[src/logic/matmul_pkg.sv]
package matmul_pkg;

    localparam int WORD_W    = 32;
    localparam int ADDR_W    = 10;
    localparam int DIM_W     = 5;
    localparam int MEM_DEPTH = 1024;   // words per memory, all three the same

    // one matrix element or running sum, wraps on overflow
    typedef logic signed [WORD_W-1:0] word_t;

    typedef logic [ADDR_W-1:0] addr_t;

    // dimension or loop index, legal dimensions 1..31
    typedef logic [DIM_W-1:0] dim_t;

    typedef enum logic [1:0] {
        IDLE,
        COMPUTE,
        FINISH
    } seq_state_t;

    // which operand store a host load goes to
    typedef enum logic {
        LOAD_INPUT,
        LOAD_WEIGHT
    } load_sel_t;

    // rides alongside each operand read
    typedef struct packed {
        logic  valid;
        logic  first;      // first term of a dot product
        logic  last;       // last term, triggers the result write
        addr_t out_addr;   // i*n+j
    } mac_tag_t;

    typedef struct packed {
        logic  we;
        addr_t addr;
        word_t data;
    } result_wr_t;

endpackage
[src/logic/dot_product_mac.sv]
`timescale 1ns/1ps

module dot_product_mac (
    input  logic                   clk,
    input  logic                   reset,
    input  matmul_pkg::mac_tag_t   tag,
    input  matmul_pkg::word_t      a,
    input  matmul_pkg::word_t      b,
    output matmul_pkg::result_wr_t result
);

    matmul_pkg::word_t prod;
    matmul_pkg::word_t sum_next;
    matmul_pkg::word_t acc;
    matmul_pkg::addr_t res_addr;
    matmul_pkg::word_t res_data;
    logic              res_we;

    // 32x32 product kept to the low word
    assign prod     = matmul_pkg::word_t'(a * b);
    assign sum_next = tag.first ? prod : acc + prod;

    always_ff @(posedge clk) begin
        if (reset) begin
            res_we <= 1'b0;
        end else begin
            res_we <= tag.valid && tag.last;
        end
    end

    always_ff @(posedge clk) begin
        if (tag.valid) begin
            acc <= sum_next;
            if (tag.last) begin
                res_addr <= tag.out_addr;
                res_data <= sum_next;   // completed dot product
            end
        end
    end

    assign result = '{we: res_we, addr: res_addr, data: res_data};

endmodule

[config.mk]
export PLATFORM = sky130hd
export DESIGN_NAME = dot_product_mac
export DESIGN_NICKNAME = d
export VERILOG_FILES = /design/src/logic/matmul_pkg.sv /design/src/logic/dot_product_mac.sv
export SDC_FILE = /design/constraint.sdc
export NUM_CORES = 1
export LEC_CHECK = 0
export ABC_AREA = 1
export BUFFER_PORTS_ARGS = -buffer_cell sky130_fd_sc_hd__buf_4
export CAP_MARGIN = 0
export CELL_PAD_IN_SITES_DETAIL_PLACEMENT = 1
export CELL_PAD_IN_SITES_GLOBAL_PLACEMENT = 2
export CORE_MARGIN = 3
export CORE_UTILIZATION = 42
export DETAILED_ROUTE_END_ITERATION = 10
export HOLD_SLACK_MARGIN = 0.05
export PLACE_DENSITY_LB_ADDON = 0.25
export SYNTH_ARGS = -nofsm -noshare
export SYNTH_HDL_FRONTEND = slang
export SYNTH_SLANG_ARGS = --single-unit
[constraint.sdc]
create_clock -name clk -period 23.7 [get_ports clk]
set_clock_uncertainty 0.05 [all_clocks]
set_input_delay 2.37 -clock clk [delete_from_list [all_inputs] [get_ports clk]]
set_output_delay 2.37 -clock clk [all_outputs]
set_load 0.01 [all_outputs]
### Yosys cells after proc, flatten, opt, wreduce, memory -nomap -nowiden

Cells that the tools add are included.

| word-level totals | value |
|---|---|
| flip-flop bits (word level) | 75 |
| output and inout bits | 43 |

| operators by class | value |
|---|---|
| add/subtract/negate cells | 1 |
| multipliers | 1 |
| multiplexer cells | 1 |
| reduce and logical (&&, ||, !) cells | 2 |

Operators with widths:

| operator | count |
|---|---|
| adder 32 bit | 1 |
| multiplier 32 x 32 -> 32 bit | 1 |
| 2-to-1 mux 32 bit | 1 |
| AND reduction 2 bit | 1 |
| logical AND 1 bit | 1 |

### Longest topological paths before layout

| logic depth | value |
|---|---|
| depth after elaboration | 3 |
| gate-level depth with buffers | 40 |
| gate-level depth less buffers | 38 |

### Worst setup path before layout

No wires, ideal clock.

| timing path | value |
|---|---|
| path kind | input to register |
| start | in b[3] |
| end | reg acc[31], data pin |
| setup time | 0.257 ns |
| arrival time | 9.777 ns |
| required time | 23.393 ns |
| path slack | 13.616 ns |
| cell stages on the path | 36 |
| buffers on the path | 2 |
| cell sequence | clkbuf_1 -> buf_1 -> nand2_1 -> inv_1 -> fa_1 -> fa_1 -> inv_1 -> fa_1 -> fa_1 -> inv_1 -> fa_1 -> inv_1 -> fa_1 -> inv_1 -> fa_1 -> fa_1 -> ha_1 -> nand2_1 -> nor4_2 -> nand2_1 -> nand2_1 -> a21oi_2 -> o21bai_1 -> nor2_1 -> or2_1 -> ha_1 -> a21oi_1 -> o21ai_0 -> nand2_1 -> o311ai_0 -> a21oi_1 -> a21boi_0 -> nor2_1 -> inv_1 -> nand3_1 -> nand2_1 |

| between the ends | value |
|---|---|
| longest elaborated chain between the ends | 3 |

RTL lines:

| element | RTL line | source |
|---|---|---|
| start, declared | dot_product_mac.sv:8 | `input matmul_pkg::word_t b,` |
| multiplier 32 x 32 -> 32 bit (*) | dot_product_mac.sv:20 | `assign prod = matmul_pkg::word_t'(a * b);` |
| adder 32 bit | dot_product_mac.sv:21 | `assign sum_next = tag.first ? prod : acc + prod;` |
| 2-to-1 mux 32 bit (*) | dot_product_mac.sv:21 |  |
| named net sum_next[31] | dot_product_mac.sv:13 | `matmul_pkg::word_t sum_next;` |
| end signal, assigned | dot_product_mac.sv:33 | `acc <= sum_next;` |
| end, declared | dot_product_mac.sv:14 | `matmul_pkg::word_t acc;` |

Mark *: on every way through the listed nets, which the timed path passes. The rest lies on a longest branch.
A chain may end at the register's enable or synchronous reset.

### Final worst setup path

| timing path | value |
|---|---|
| start | in a[12] |
| end | reg res_data[31], data pin |

| between the ends | value |
|---|---|
| longest elaborated chain between the ends | 3 |

RTL lines:

| element | RTL line | source |
|---|---|---|
| start, declared | dot_product_mac.sv:7 | `input matmul_pkg::word_t a,` |
| multiplier 32 x 32 -> 32 bit (*) | dot_product_mac.sv:20 |  |
| adder 32 bit | dot_product_mac.sv:21 |  |
| 2-to-1 mux 32 bit (*) | dot_product_mac.sv:21 |  |
| named net sum_next[31] | dot_product_mac.sv:13 |  |
| end signal, assigned | dot_product_mac.sv:36 | `res_data <= sum_next;` |
| end, declared | dot_product_mac.sv:16 | `matmul_pkg::word_t res_data;` |

Marks and branches as above.

==> metrics.log <==
[metrics] Yosys warning total: 0
[metrics] biggest cell delay along the critical path: 0.60 ns
[metrics] number of vias per cell after detailed routing: 4.93
[metrics] start-to-end type of the worst setup path: in -> reg
[metrics] Row Count: 82
[metrics] first-pass GRT wire length: 104,000 um
[metrics] Post-Route WL: 63,600 um
[metrics] final cycle utilization of the critical path: 44.3%
[metrics] detail-routed net length per standard cell: 18.0 um
[metrics] path category of the worst min-delay check: reg -> reg
[metrics] kind of launch point of the worst setup path: input port
[metrics] leftover overflow at the end of global routing: 0
[metrics] RSZ-0062 raised after global routing: false
[metrics] final number of setup-violating endpoints: 0
[metrics] ports placed on the boundary: 122
[metrics] Yosys top cell by area: sky130_fd_sc_hd__fa_1
[metrics] Starting DRT DRC Count: 698
[metrics] Avg Inst Size Synth: 7.69 um2
[metrics] WP data arrival: 10.56 ns
[metrics] clock tree buffer depth: 2
[metrics] run status: completed
[metrics] total of buffers placed on input and output ports: 121
[metrics] master cell of the clock root buffer: sky130_fd_sc_hd__clkbuf_16
[metrics] detailed-placement wirelength estimate: 54,100 um
[metrics] number of levels in the clock H-tree: 3
[metrics] EDFF count, synth: 74
[metrics] setup_tns: 0 ns
[metrics] net count of the finished layout: 3,519
[metrics] sort of element at the end of the critical path: register
[metrics] synth-to-layout area growth: 7.41%
[metrics] CTS resizes: 0
[metrics] CTS Buf Count: 9
[metrics] CTS tree: done
[metrics] antenna diode count: 0
[metrics] highest achievable clock rate: 95.2 MHz
[metrics] number of cells on the worst hold path: 3
[metrics] Worst-Margin Slew: 0.885 ns
[metrics] Critical-path top delay cell: sky130_fd_sc_hd__fa_1
[metrics] critical hold path startpoint: acc[0]$_DFFE_PP_
[metrics] capturing point of the worst reg2reg path: res_data[26]$_DFFE_PP_
[metrics] number of failing hold endpoints at the final stage: 0
[metrics] DRC viols: 0
[metrics] clk sinks: 75
[metrics] depth of the worst register-to-register path: 15
[metrics] share of the synthesized area in the top cell type: 37.7%
[metrics] die area: 0.0545 mm2
[metrics] largest cells by area after synthesis: sky130_fd_sc_hd__fa_1, sky130_fd_sc_hd__inv_1, sky130_fd_sc_hd__nand2_1, sky130_fd_sc_hd__ha_1, sky130_fd_sc_hd__edfxtp_1
[metrics] post-CTS setup buffer count: 0
[metrics] minimum setup slack among reg-to-reg paths: 20.73 ns
[metrics] CTS clock-pin slew for the worst setup and hold paths: 0.06 ns
[metrics] overall fraction of global-route tracks in use: 24.4%
[metrics] number of antenna-violating nets in the routed design: 0
[metrics] clock latency on the worst-skew pair: 0.36 ns
[metrics] width of the chip: 233 um
[metrics] Reg2Reg Launch Point: acc[0]$_DFFE_PP_
[metrics] initial antenna violation count: 1
[metrics] first-pass iteration count of the detailed router: 5
[metrics] largest net degree at the start of global routing: 45
[metrics] # hold bufs at CTS: 0
[metrics] total of max-cap violations: 0
[metrics] minimum clock period after layout: 10.51 ns
[metrics] number of cells produced by synthesis: 2,825
[metrics] cell mode on critical path: sky130_fd_sc_hd__inv_1
[metrics] most common cell after layout, fill and taps aside: sky130_fd_sc_hd__inv_1
[metrics] synthesis-stage register bit count: 75
[metrics] DR vias: 17,371
[metrics] worst-path maximum fanout: 20
[metrics] WHS Endpoint: acc[0]$_DFFE_PP_
[metrics] highest-count cells in the layout ignoring fill and taps: sky130_fd_sc_hd__inv_1, sky130_fd_sc_hd__nand2_1, sky130_fd_sc_hd__fa_1
[metrics] unique cell type count in the Yosys netlist: 48
[metrics] Primary FF master, synth: sky130_fd_sc_hd__edfxtp_1
[metrics] share of layout cells above drive strength 1: 6.41%
[metrics] Worst EP required: 23.75 ns
[metrics] initial core utilization: 42.9%
[metrics] worst rel slew slack: 40.9%
[metrics] core box area: 0.0507 mm2
[metrics] global placer's final weighted congestion: 0.904
[metrics] Cell Area, Synth: 0.0217 mm2
[metrics] post-synthesis sequential area ratio: 10.3%
[metrics] vias in the first global route: 19,491
[metrics] number of slew-limit violations in the final report: 0
[metrics] Vert. Die Dim: 233 um
[metrics] syn_nets: 3,496
[metrics] fraction of registers with async set/reset: 0%
-- state kept, by name (all words and copies together), names as in the netlist --
register	flops
res_addr	10
res_we	1
res_data	32
acc	32
-- metal layers --
| layer | track usage [%] | wire length (um) |
|---|---|---|
| met1 | 32.8 | 28200 |
| met2 | 42.6 | 31500 |
| met3 | 3.12 | 2650 |
| met4 | 4.90 | 1270 |
| met5 | 0 | 13 |
-- worst max-delay path: cells and delay by family --
kind / cells / cell delay (ns)
adders and majority gates: 10 / 4.75
and+or+nand+nor: 10 / 2.13
buffers and inverters: 11 / 0.97
xor gates and xnor gates: 1 / 0.25
AOI/OAI and AO/OA: 1 / 0.08
-- through the flow --
stage	std cells	utilization, %	hold WS [ns]	setup slack (ns)	cell area (um2)
after floorplan	2825	-	0.602	13.62	21700
final	3525	46.1	0.709	13.19	23300
after detailed placement	3509	45.4	0.721	12.99	23000
after global placement	3509	45.4	0.709	13.13	23000
after global routing	3525	46.1	0.776	12.68	23300
after CTS	3525	46.1	0.737	13.30	23300
-- kinds of logic after synthesis --
group                    Yosys count  share of synthesized area, %
AND/OR/NAND/NOR                  968                          17.8
XOR/XNOR                          51                          2.05
AO/OA/AOI/OAI                    169                          4.58
buffers and inverters            970                          17.0
flip-flops                        75                          10.3
adder cells (fa/ha/maj)          592                          48.2
-- Yosys cell counts, types with 13 or more instances --
cell type                  count
sky130_fd_sc_hd__a21oi_1      72
sky130_fd_sc_hd__inv_1       852
sky130_fd_sc_hd__nand2_1     800
sky130_fd_sc_hd__nand3_1      70
sky130_fd_sc_hd__nand2_2      14
sky130_fd_sc_hd__buf_2        13
sky130_fd_sc_hd__o21ai_0      51
sky130_fd_sc_hd__clkbuf_1     72
sky130_fd_sc_hd__edfxtp_1     74
sky130_fd_sc_hd__fa_1        409
sky130_fd_sc_hd__xnor2_1      21
sky130_fd_sc_hd__buf_1        14
sky130_fd_sc_hd__ha_1        183
sky130_fd_sc_hd__nor2_1       43
sky130_fd_sc_hd__xor2_1       30
-- layout make-up --
type | instances | area, um2
clock buffers | 9 | 225
clock inverters | 7 | 98.8
fillers | 6331 | 27300
inverters | 860 | 3230
multi-input cells | 1780 | 15800
flip-flops and latches | 75 | 2240
well taps | 672 | 841
repair buffers | 122 | 916
-- how the worst max path moves through the flow --
stage	startpoint	end	slack (ns)	cells past startpoint
after floorplan	b[3]	acc[31]$_DFFE_PP_	13.62	36
after global placement	b[9]	acc[31]$_DFFE_PP_	13.13	32
after detailed placement	a[12]	acc[31]$_DFFE_PP_	12.99	33
after CTS	a[12]	res_data[31]$_DFFE_PP_	13.30	33
after global routing	b[9]	res_data[31]$_DFFE_PP_	12.68	33
final	a[12]	res_data[31]$_DFFE_PP_	13.19	33
Power is not shown: default switching activity piles up to over one toggle a cycle in this logic, so the estimate is an artifact.
