$ cat config.mk
export PLATFORM = sky130hd
export DESIGN_NAME = matmul_sequencer
export DESIGN_NICKNAME = d
export VERILOG_FILES = /design/src/logic/matmul_pkg.sv /design/src/logic/matmul_sequencer.sv
export SDC_FILE = /design/constraint.sdc
export NUM_CORES = 1
export LEC_CHECK = 0
export BUFFER_PORTS_ARGS = -buffer_cell sky130_fd_sc_hd__clkbuf_2
export CELL_PAD_IN_SITES_DETAIL_PLACEMENT = 0
export CELL_PAD_IN_SITES_GLOBAL_PLACEMENT = 1
export CORE_MARGIN = 5
export CORE_UTILIZATION = 40
export DETAILED_ROUTE_END_ITERATION = 10
export HOLD_SLACK_MARGIN = 0.15
export PLACE_DENSITY_LB_ADDON = 0.1
export SYNTH_ARGS = -nofsm -noshare
export SYNTH_HDL_FRONTEND = slang
export SYNTH_SLANG_ARGS = --single-unit
$ cat constraint.sdc
create_clock -name clk -period 8.4 [get_ports clk]
set_input_delay 0.42 -clock clk [delete_from_list [all_inputs] [get_ports clk]]
set_output_delay 0.42 -clock clk [all_outputs]
set_load 0.01 [all_outputs]
$ cat src/logic/matmul_pkg.sv
package matmul_pkg;

    localparam int WORD_W    = 32;
    localparam int ADDR_W    = 10;
    localparam int DIM_W     = 5;
    localparam int MEM_DEPTH = 1024;   // words per memory, all three the same

    // one matrix element or running sum, wraps on overflow
    typedef logic signed [WORD_W-1:0] word_t;

    typedef logic [ADDR_W-1:0] addr_t;

    // dimension or loop index, legal dimensions 1..31
    typedef logic [DIM_W-1:0] dim_t;

    typedef enum logic [1:0] {
        IDLE,
        COMPUTE,
        FINISH
    } seq_state_t;

    // which operand store a host load goes to
    typedef enum logic {
        LOAD_INPUT,
        LOAD_WEIGHT
    } load_sel_t;

    // rides alongside each operand read
    typedef struct packed {
        logic  valid;
        logic  first;      // first term of a dot product
        logic  last;       // last term, triggers the result write
        addr_t out_addr;   // i*n+j
    } mac_tag_t;

    typedef struct packed {
        logic  we;
        addr_t addr;
        word_t data;
    } result_wr_t;

endpackage
$ cat src/logic/matmul_sequencer.sv
`timescale 1ns/1ps

module matmul_sequencer (
    input  logic                 clk,
    input  logic                 reset,
    input  logic                 start,
    input  matmul_pkg::dim_t     m,
    input  matmul_pkg::dim_t     n,
    input  matmul_pkg::dim_t     k,
    output matmul_pkg::addr_t    in_addr,
    output matmul_pkg::addr_t    wt_addr,
    output matmul_pkg::mac_tag_t tag,
    output logic                 busy,
    output logic                 done
);

    matmul_pkg::seq_state_t state;
    matmul_pkg::seq_state_t next_state;

    matmul_pkg::dim_t  m_q;
    matmul_pkg::dim_t  n_q;
    matmul_pkg::dim_t  k_q;
    matmul_pkg::dim_t  i;
    matmul_pkg::dim_t  j;
    matmul_pkg::dim_t  p;
    matmul_pkg::addr_t out_addr;

    logic       start_ok;
    logic       issuing;     // high while terms are still being issued
    logic [1:0] drain_cnt;
    logic       last_p;
    logic       last_j;
    logic       last_i;
    logic       final_term;

    logic              tag_valid;
    logic              tag_first;
    logic              tag_last;
    matmul_pkg::addr_t tag_addr;

    assign start_ok = start && (m != '0) && (n != '0) && (k != '0);

    assign last_p     = (p == k_q - 1'b1);
    assign last_j     = (j == n_q - 1'b1);
    assign last_i     = (i == m_q - 1'b1);
    assign final_term = issuing && last_p && last_j && last_i;

    // row-major operand and result addresses
    assign in_addr  = matmul_pkg::addr_t'(i) * matmul_pkg::addr_t'(k_q) + matmul_pkg::addr_t'(p);
    assign wt_addr  = matmul_pkg::addr_t'(p) * matmul_pkg::addr_t'(n_q) + matmul_pkg::addr_t'(j);
    assign out_addr = matmul_pkg::addr_t'(i) * matmul_pkg::addr_t'(n_q) + matmul_pkg::addr_t'(j);

    always_comb begin
        next_state = state;
        case (state)
            matmul_pkg::IDLE: begin
                if (start_ok) next_state = matmul_pkg::COMPUTE;
            end
            matmul_pkg::COMPUTE: begin
                // last tag has cleared the ram and mac stages
                if (!issuing && drain_cnt == 2'd1) next_state = matmul_pkg::FINISH;
            end
            matmul_pkg::FINISH: next_state = matmul_pkg::IDLE;
            default: next_state = matmul_pkg::IDLE;
        endcase
    end

    always_ff @(posedge clk) begin
        if (reset) begin
            state     <= matmul_pkg::IDLE;
            issuing   <= 1'b0;
            drain_cnt <= 2'd0;
            done      <= 1'b0;
        end else begin
            state <= next_state;
            done  <= (state == matmul_pkg::FINISH);
            if (state == matmul_pkg::IDLE && start_ok) begin
                issuing <= 1'b1;
            end else if (final_term) begin
                issuing   <= 1'b0;
                drain_cnt <= 2'd2;
            end else if (state == matmul_pkg::COMPUTE && !issuing) begin
                drain_cnt <= drain_cnt - 2'd1;
            end
        end
    end

    // p fastest, then j, then i
    always_ff @(posedge clk) begin
        if (state == matmul_pkg::IDLE && start_ok) begin
            m_q <= m;
            n_q <= n;
            k_q <= k;
            i   <= '0;
            j   <= '0;
            p   <= '0;
        end else if (issuing) begin
            if (last_p) begin
                p <= '0;
                if (last_j) begin
                    j <= '0;
                    i <= i + 1'b1;
                end else begin
                    j <= j + 1'b1;
                end
            end else begin
                p <= p + 1'b1;
            end
        end
    end

    // tag delayed one cycle to meet the ram read data
    always_ff @(posedge clk) begin
        if (reset) begin
            tag_valid <= 1'b0;
        end else begin
            tag_valid <= issuing;
        end
    end

    always_ff @(posedge clk) begin
        tag_first <= (p == '0);
        tag_last  <= last_p;
        tag_addr  <= out_addr;
    end

    assign tag = '{valid: tag_valid, first: tag_first, last: tag_last, out_addr: tag_addr};

    assign busy = (state != matmul_pkg::IDLE) || done;

endmodule

; ---- Word level (Yosys, flattened, before mapping)
; Index checks and enable logic that the tools add are counted.
[totals]
register_bits = 49
input_bits = 18
output_inout_bits = 35
wordCells = 68
[classes]
add_sub_neg = 10
mul = 3
n_eq_ne = 8
muxes = 9
n_bitwise = 1
reduce_logical = 23
[ops]
columns = operator, count
row1 = $add A10 B5 Y10, 3
row2 = $mul A5 B5 Y10, 3
row3 = $add A5 B1 Y5 const B, 3
row4 = $eq A5 B5 Y1, 3
row5 = $reduce_bool A5 Y1, 3
row6 = $sub A5 B1 Y5 const B, 3
row7 = $mux W5, 2
row8 = $logic_and A1 B1 Y1, 9
row9 = $mux W2, 4
row10 = $reduce_and A2 Y1, 3
row11 = $reduce_bool A2 Y1, 3
row12 = $logic_not A5 Y1, 1
row13 = $eq A2 B1 Y1 const B, 2
row14 = $ne A2 B2 Y1 const B, 2
row15 = $pmux W2 S2, 1
row16 = $reduce_and A3 Y1, 1
row17 = $eq A2 B2 Y1 const B, 1
row18 = $logic_not A2 Y1, 1
row19 = $mux W1, 2
row20 = $sub A2 B1 Y2 const B, 1
row21 = $logic_not A1 Y1, 1
row22 = $logic_or A1 B1 Y1, 1
row23 = $not A1 Y1, 1

; ---- Longest topological paths before layout
; Gate-level depths: netlist of run 1.
[depth]
ltp_word = 7
depth_mapped = 15
ltp_nobuf = 14

; ---- Worst setup path before layout of run 1
; OpenSTA, ideal clock, no wires.
[synth_timing]
path_type = register to output
startpoint = register n_q[2]
endpoint = output wt_addr[9]
arrival_time_ps = 3483
required_ps = 7980
slack_ps = 4497
path_stages_with_launch = 12
n_path_buf = 1
path_cell_list = edfxtp_1 clkbuf_1 nand2_1 fa_1 fa_1 fa_1 inv_1 ha_1 a21oi_1 o22ai_1 o41ai_1 xor2_1
[synth_between]
elab_chain_cells = 2
[synth_rtl]
columns = item, line
row1 = from (decl), matmul_sequencer.sv:21  ; matmul_pkg::dim_t n_q;
row2 = from (signal assigned), matmul_sequencer.sv:92  ; n_q <= n;
row3 = $mul A5 B5 Y10, matmul_sequencer.sv:50  ; assign wt_addr = matmul_pkg::addr_t'(p) * matmul_pkg::addr_t'(n_q) + matmul_pkg::addr_t'(j);
row4 = $add A10 B5 Y10, matmul_sequencer.sv:50
row5 = to (decl), matmul_sequencer.sv:11  ; output matmul_pkg::addr_t wt_addr,
; No other way between the ends.

; ---- Final worst setup path of run 1
[layout_timing]
startpoint = register n_q[3]
endpoint = output wt_addr[9]
; The elaborated chain is that of the path after synthesis.

==> flow_metrics.env, run 1 <==
export IMPL_gp_congestion=0.820
export IMPL_cts_resized_gates=0
export IMPL_ys_seq_area_share_pct=23.6
export IMPL_outcome="finished clean"
export IMPL_path_depth=11
export IMPL_cpMostUsedCell="fa_1"
export IMPL_die_w_um=119
export IMPL_holdWs_ps=308
export IMPL_finalPower_mw=0.621
export IMPL_timing_rr_end="tag_addr[9]"
export IMPL_syn_area_mm2=0.00480
export IMPL_synth_area_leaders="fa_1 18%, ha_1 16%, dfxtp_1 14%, edfxtp_1 9.4%, inv_1 5.8%"
export IMPL_most_common_layout_cells="74 x inv_1, 62 x ha_1, 52 x clkbuf_2"
export IMPL_dr_pass1_iters=5
export IMPL_htreeDepth=2
export IMPL_rsz0062_at_grt="false"
export IMPL_num_vias=3483
export IMPL_async_flop_share_pct=0
export IMPL_layout_drive_gt1_share_pct=13.8
export IMPL_p_per_area_mw_per_mm2=118
export IMPL_crit_arrival_ps=4090
export IMPL_clock_path_buffers=2
export IMPL_cp_startpoint="n_q[3]"
export IMPL_grt_pass1_wl_um=17200
export IMPL_cts_inserted_buffers=5
export IMPL_core_area_mm2=0.0119
export IMPL_drt_wl_total_um=9880
export IMPL_routed_via_density=5.00
export IMPL_placed_cells=688
export IMPL_fin_cells=696
export IMPL_drv_slew=0
export IMPL_start_kind="flip-flop"
export IMPL_grt_overflow=0
export IMPL_finalHoldViolations=0
export IMPL_cpMaxStageDelayCell="edfxtp_1"
export IMPL_placementRows=40
export IMPL_path_buf_inv=2
export IMPL_diodes=0
export IMPL_grt_pass1_vias=3588
export IMPL_clock_root_buffer="clkbuf_16"
export IMPL_max_freq_mhz=222
export IMPL_layout_min_cycle_time_ps=4510
export IMPL_worst_setup_path_type="reg -> out"
export IMPL_power_leakage_nw=2.52
export IMPL_hpwl_um=8020
export IMPL_tns_ps=0
export IMPL_synth_top_area_share_pct=17.5
export IMPL_hp_class="in -> reg"
export IMPL_route_detailed_drc=0
export IMPL_relSlewSlack_pct=56.6
export IMPL_synth_area_leader_cell="fa_1"
export IMPL_nets=670
export IMPL_grt_max_degree=31
export IMPL_ant_nets=0
export IMPL_avgSynthCellArea_um2=9.42
export IMPL_ys_types=55
export IMPL_wire_per_inst_um=14.2
export IMPL_cts_reportedPaths_clkPinSlew_ps=70
export IMPL_syn_nets=631
export IMPL_synth_edff_count=15
export IMPL_fin_skew_ps=8.43
export IMPL_layout_commonest_cell="inv_1"
export IMPL_critical_path_top_delay_family="adder cells"
export IMPL_worst_slew_pin_transition_ps=650
export IMPL_synth_seq_cells=49
export IMPL_holdBufCountCts=0
export IMPL_reg2reg_depth=10
export IMPL_cp_slowest_stage_delay_ps=670
export IMPL_track_usage_pct=14.7
export IMPL_rrSetupSlack_ps=4580
export IMPL_yosys_warnings=0
export IMPL_setup_viol=0
export IMPL_crit_path_end="wt_addr[9]"
export IMPL_io_buffers=52
export IMPL_r2r_start="i[0]"
export IMPL_syn_inst=509
export IMPL_path_max_fanout=12
export IMPL_timing_final_crit_share_pct=53.7
export IMPL_ys_flop_type="dfxtp_1"
export IMPL_post_cts_buffers=0
export IMPL_start_util_pct=40.4
export IMPL_worstPathCellList="nand2_1 > fa_1 > fa_1 > fa_1 > inv_1 > ha_1 > a21oi_1 > o22ai_1 > o41ai_1 > xor2_1 > clkbuf_2"
export IMPL_fp_dieH_um=119
export IMPL_die_area_mm2=0.0143
export IMPL_drv_cap=0
export IMPL_drt_initial_drc_count=166
export IMPL_clkLatencyLatePin_ps=300
export IMPL_antenna_found_initial=0
export IMPL_clock_sinks=49
export IMPL_syn2layout_area_growth_pct=9.86
export IMPL_worstPathRequired_ps=7980
export IMPL_cts_tree="yes"
export IMPL_ioPinCount=53
export IMPL_vdd_drop_max_uv=115
export IMPL_critPathCaptureType="output pin"
[flip-flops by register name, indices dropped and copies added, names as in the netlist]
| signal | count |
|---|---|
| tag_addr | 10 |
| p | 5 |
| tag_valid | 1 |
| state | 2 |
| drain_cnt | 2 |
| issuing | 1 |
| n_q | 5 |
| j | 5 |
| tag_last | 1 |
| i | 5 |
| m_q | 5 |
| k_q | 5 |
| tag_first | 1 |
| done | 1 |
[how the worst min path moves through the flow]
| stage | startpoint | end | cells past startpoint |
|---|---|---|---|
| after floorplan | state[0] | done | 1 |
| after global placement | drain_cnt[1] | drain_cnt[1] | 2 |
| after detailed placement | drain_cnt[1] | drain_cnt[1] | 2 |
| after CTS | k[4] | k_q[4] | 1 |
| after global routing | k[4] | k_q[4] | 1 |
| final | m[3] | m_q[3] | 1 |
[Yosys cell counts (all sizes together), types with 4 or more instances]
library cell / n
o21ai: 7
nand3b: 4
edfxtp: 15
nor3: 11
nand2b: 5
and2: 30
o41ai: 4
xnor2: 24
or3: 5
a21oi: 16
fa: 42
xor2: 13
a21o: 5
nor2: 33
dfxtp: 34
buf: 10
or4: 4
nor2b: 5
inv: 75
nand3: 8
ha: 62
clkbuf: 11
nand2: 51
[metrics by stage]
stage	setup slack, ps	area, um2	utilization (%)
2_1_floorplan	4500	4800	-
3_3_place_gp	4190	5120	43.1
3_5_place_dp	4180	5120	43.1
4_1_cts	3850	5270	44.4
5_1_grt	3570	5270	44.4
6_report	3890	5270	44.4
[kinds of logic (layout without fill, tap and decap cells)]
group | Yosys count | count (layout) | share of synthesized area [%]
multiplexers | 3 | 3 | 0.652
AO/OA/AOI/OAI | 49 | 49 | 7.25
adder cells (fa/ha/maj) | 104 | 104 | 33.7
flip-flops | 49 | 49 | 23.6
XOR/XNOR | 38 | 38 | 7.23
AND/OR/NAND/NOR | 170 | 170 | 18.8
buffers and inverters | 96 | 136 | 8.77
[where the power goes]
group | total (mW) | internal (mW) | switching, mW
Sequential | 0.288 | 0.260 | 0.0277
Combinational | 0.120 | 0.0538 | 0.0666
Clock | 0.212 | 0.113 | 0.0997
Total | 0.621 | 0.427 | 0.194
[final cells by class]
cell class	instances	area, um2
clock buffers	5	125
clock inverters	3	26.3
fillers	1204	6590
inverters	75	284
multi-input cells	364	3250
flip-flops and latches	49	1130
well taps	147	184
repair buffers	53	268
[routing by layer]
| metal | GRT usage (%) | vias up | part of all wire [%] |
|---|---|---|---|
| li1 | - | 1737 | - |
| met1 | 19.3 | 1707 | 47 |
| met2 | 25.4 | 32 | 50 |
| met3 | 2.07 | 7 | 2.1 |
| met4 | 3.65 | 0 | 1.0 |
| met5 | 0 | - | 0 |
Note: power is estimated with default switching activity, not from simulation.
==> run 2, diff against run 1 <==
==> constraint.sdc (replaced) <==
create_clock -name clk -period 3.78 [get_ports clk]
set_input_delay 0.189 -clock clk [delete_from_list [all_inputs] [get_ports clk]]
set_output_delay 0.189 -clock clk [all_outputs]
set_load 0.01 [all_outputs]
==> run 2 against run 1 <==
  * Setup slack lost 3800 ps
  * Non-clock buffer count grew 60
  * Sequential power grew 110%
  * Clock power grew 110%
  * Sequential share of layout area shrank 2.4 points
  * First-iteration DRC count shrank 9.6%
  * Core utilization grew 6.1 points
  * Wire length grew 9.3%
  * Via count grew 6.3%
  * Critical endpoint is now wt_addr[8]
==> flow_metrics.env, run 2 (synthesis results as in run 1) <==
export IMPL_outcome="finished clean"
export IMPL_fp_dieH_um=119
export IMPL_finalPower_mw=1.44
export IMPL_hp_class="in -> reg"
export IMPL_placed_cells=715
export IMPL_num_fill_cells=1153
export IMPL_track_usage_pct=15.9
export IMPL_ioPinCount=53
export IMPL_die_area_mm2=0.0143
export IMPL_grt_pass1_vias=3705
export IMPL_path_max_fanout=4
export IMPL_drt_initial_drc_count=150
export IMPL_diodes=0
export IMPL_grt_pass1_wl_um=18400
export IMPL_num_vias=3702
export IMPL_drv_cap=0
export IMPL_cts_inserted_buffers=5
export IMPL_cts_tree="yes"
export IMPL_regArea_mm2=0.00114
export IMPL_dr_pass1_iters=4
export IMPL_most_common_layout_cells="67 x inv_1, 54 x ha_1, 49 x clkbuf_2"
export IMPL_fin_util_pct=50.5
export IMPL_dp_slack_ps=33.7
export IMPL_drt_wl_total_um=10800
export IMPL_largest_register_ffs=10
export IMPL_worstPathRequired_ps=3590
export IMPL_placementRows=40
export IMPL_final_cell_area_mm2=0.00599
export IMPL_clock_root_buffer="clkbuf_16"
export IMPL_nets=730
export IMPL_vdd_drop_max_uv=160
export IMPL_worst_slew_pin_transition_ps=617
export IMPL_clock_sinks=49
export IMPL_clock_path_buffers=2
export IMPL_routed_via_density=4.90
export IMPL_power_leakage_nw=2.84
export IMPL_max_freq_mhz=271
export IMPL_place_area_mm2=0.00533
export IMPL_setup_viol=0
export IMPL_top_register="tag_addr"
export IMPL_htreeDepth=2
export IMPL_die_w_um=119
export IMPL_clkLatencyLatePin_ps=290
export IMPL_relSlewSlack_pct=58.8
export IMPL_layout_min_cycle_time_ps=3680
export IMPL_core_area_mm2=0.0119
export IMPL_grt_overflow=0
export IMPL_layout_commonest_cell="inv_1"
export IMPL_start_kind="flip-flop"
export IMPL_syn2layout_area_growth_pct=24.9
export IMPL_hpwl_um=8570
export IMPL_cts_reportedPaths_clkPinSlew_ps=70
export IMPL_multi_input_area_mm2=0.00346
export IMPL_fin_cells=756
export IMPL_worst_slack_ps=95.2
export IMPL_p_per_area_mw_per_mm2=240
export IMPL_antenna_found_initial=0
export IMPL_gp_congestion=0.819
export IMPL_timing_final_crit_share_pct=97.5
export IMPL_rsz0062_at_grt="true"
export IMPL_grt_max_degree=22
export IMPL_wire_per_inst_um=14.3
export IMPL_io_buffers=52
export IMPL_critPathCaptureType="output pin"
export IMPL_layout_drive_gt1_share_pct=28.1
export IMPL_fin_skew_ps=3.10
export IMPL_drv_slew=0
export IMPL_route_detailed_drc=0
export IMPL_start_util_pct=40.4
export IMPL_ant_nets=0
export IMPL_tns_ps=0
export IMPL_holdWs_ps=164
export IMPL_finalHoldViolations=0
export IMPL_worst_setup_path_type="reg -> out"
export IMPL_crit_arrival_ps=3500
==> run 2: cell type report <==
class / instances / share of cell area [%]
multi-input cells: 364 / 57.7
flip-flops and latches: 49 / 19.1
repair buffers: 113 / 13.0
inverters: 75 / 4.74
well taps: 147 / 3.07
clock buffers: 6 / 2.15
clock inverters: 2 / 0.230
==> run 2: power by group <==
group / internal, mW / switching, mW / leakage (nW)
Clock: 0.247 / 0.202 / 0.0712
Sequential: 0.579 / 0.0279 / 0.423
Combinational: 0.179 / 0.203 / 2.35
==> run 2: critical path: stages, from the launching register on <==
cell	delay, ps
edfxtp_1	490
nand2_2	110
fa_1	430
fa_1	490
fa_1	530
inv_2	50
ha_4	230
nor2b_4	130
o21ai_2	130
a21oi_2	70
o21a_1	170
nor2_1	110
xnor2_1	120
buf_2	140
==> run 2: timing repair <==
action / 4_1_cts / 5_1_grt
setup buffers: 12 / 6
hold buffers: 15 / 0
endpoints found under the hold margin: 15 / 0
endpoints found under the setup margin: 5 / 6
pin swaps: 29 / 29
resized for setup: 38 / 26
==> run 2: layer usage <==
layer / GRT usage [%] / part of all wire, % / routed length, um / vias up
met5: 0 / 0 / 0 / -
met4: 4.01 / 1.6 / 173 / 0
met3: 2.21 / 3.1 / 339 / 13
met2: 26.7 / 49 / 5310 / 58
met1: 21.6 / 46 / 4980 / 1770
li1: - / - / - / 1861
==> run 2: final timing paths <==
check,slack (ps),from,end,depth (start not counted)
setup / recovery,100,n_q[0],wt_addr[8],13
hold / removal,160,reset,state[0],2
setup reg to reg,190,n_q[2],tag_addr[8],13
hold reg to reg,500,state[0],done,1
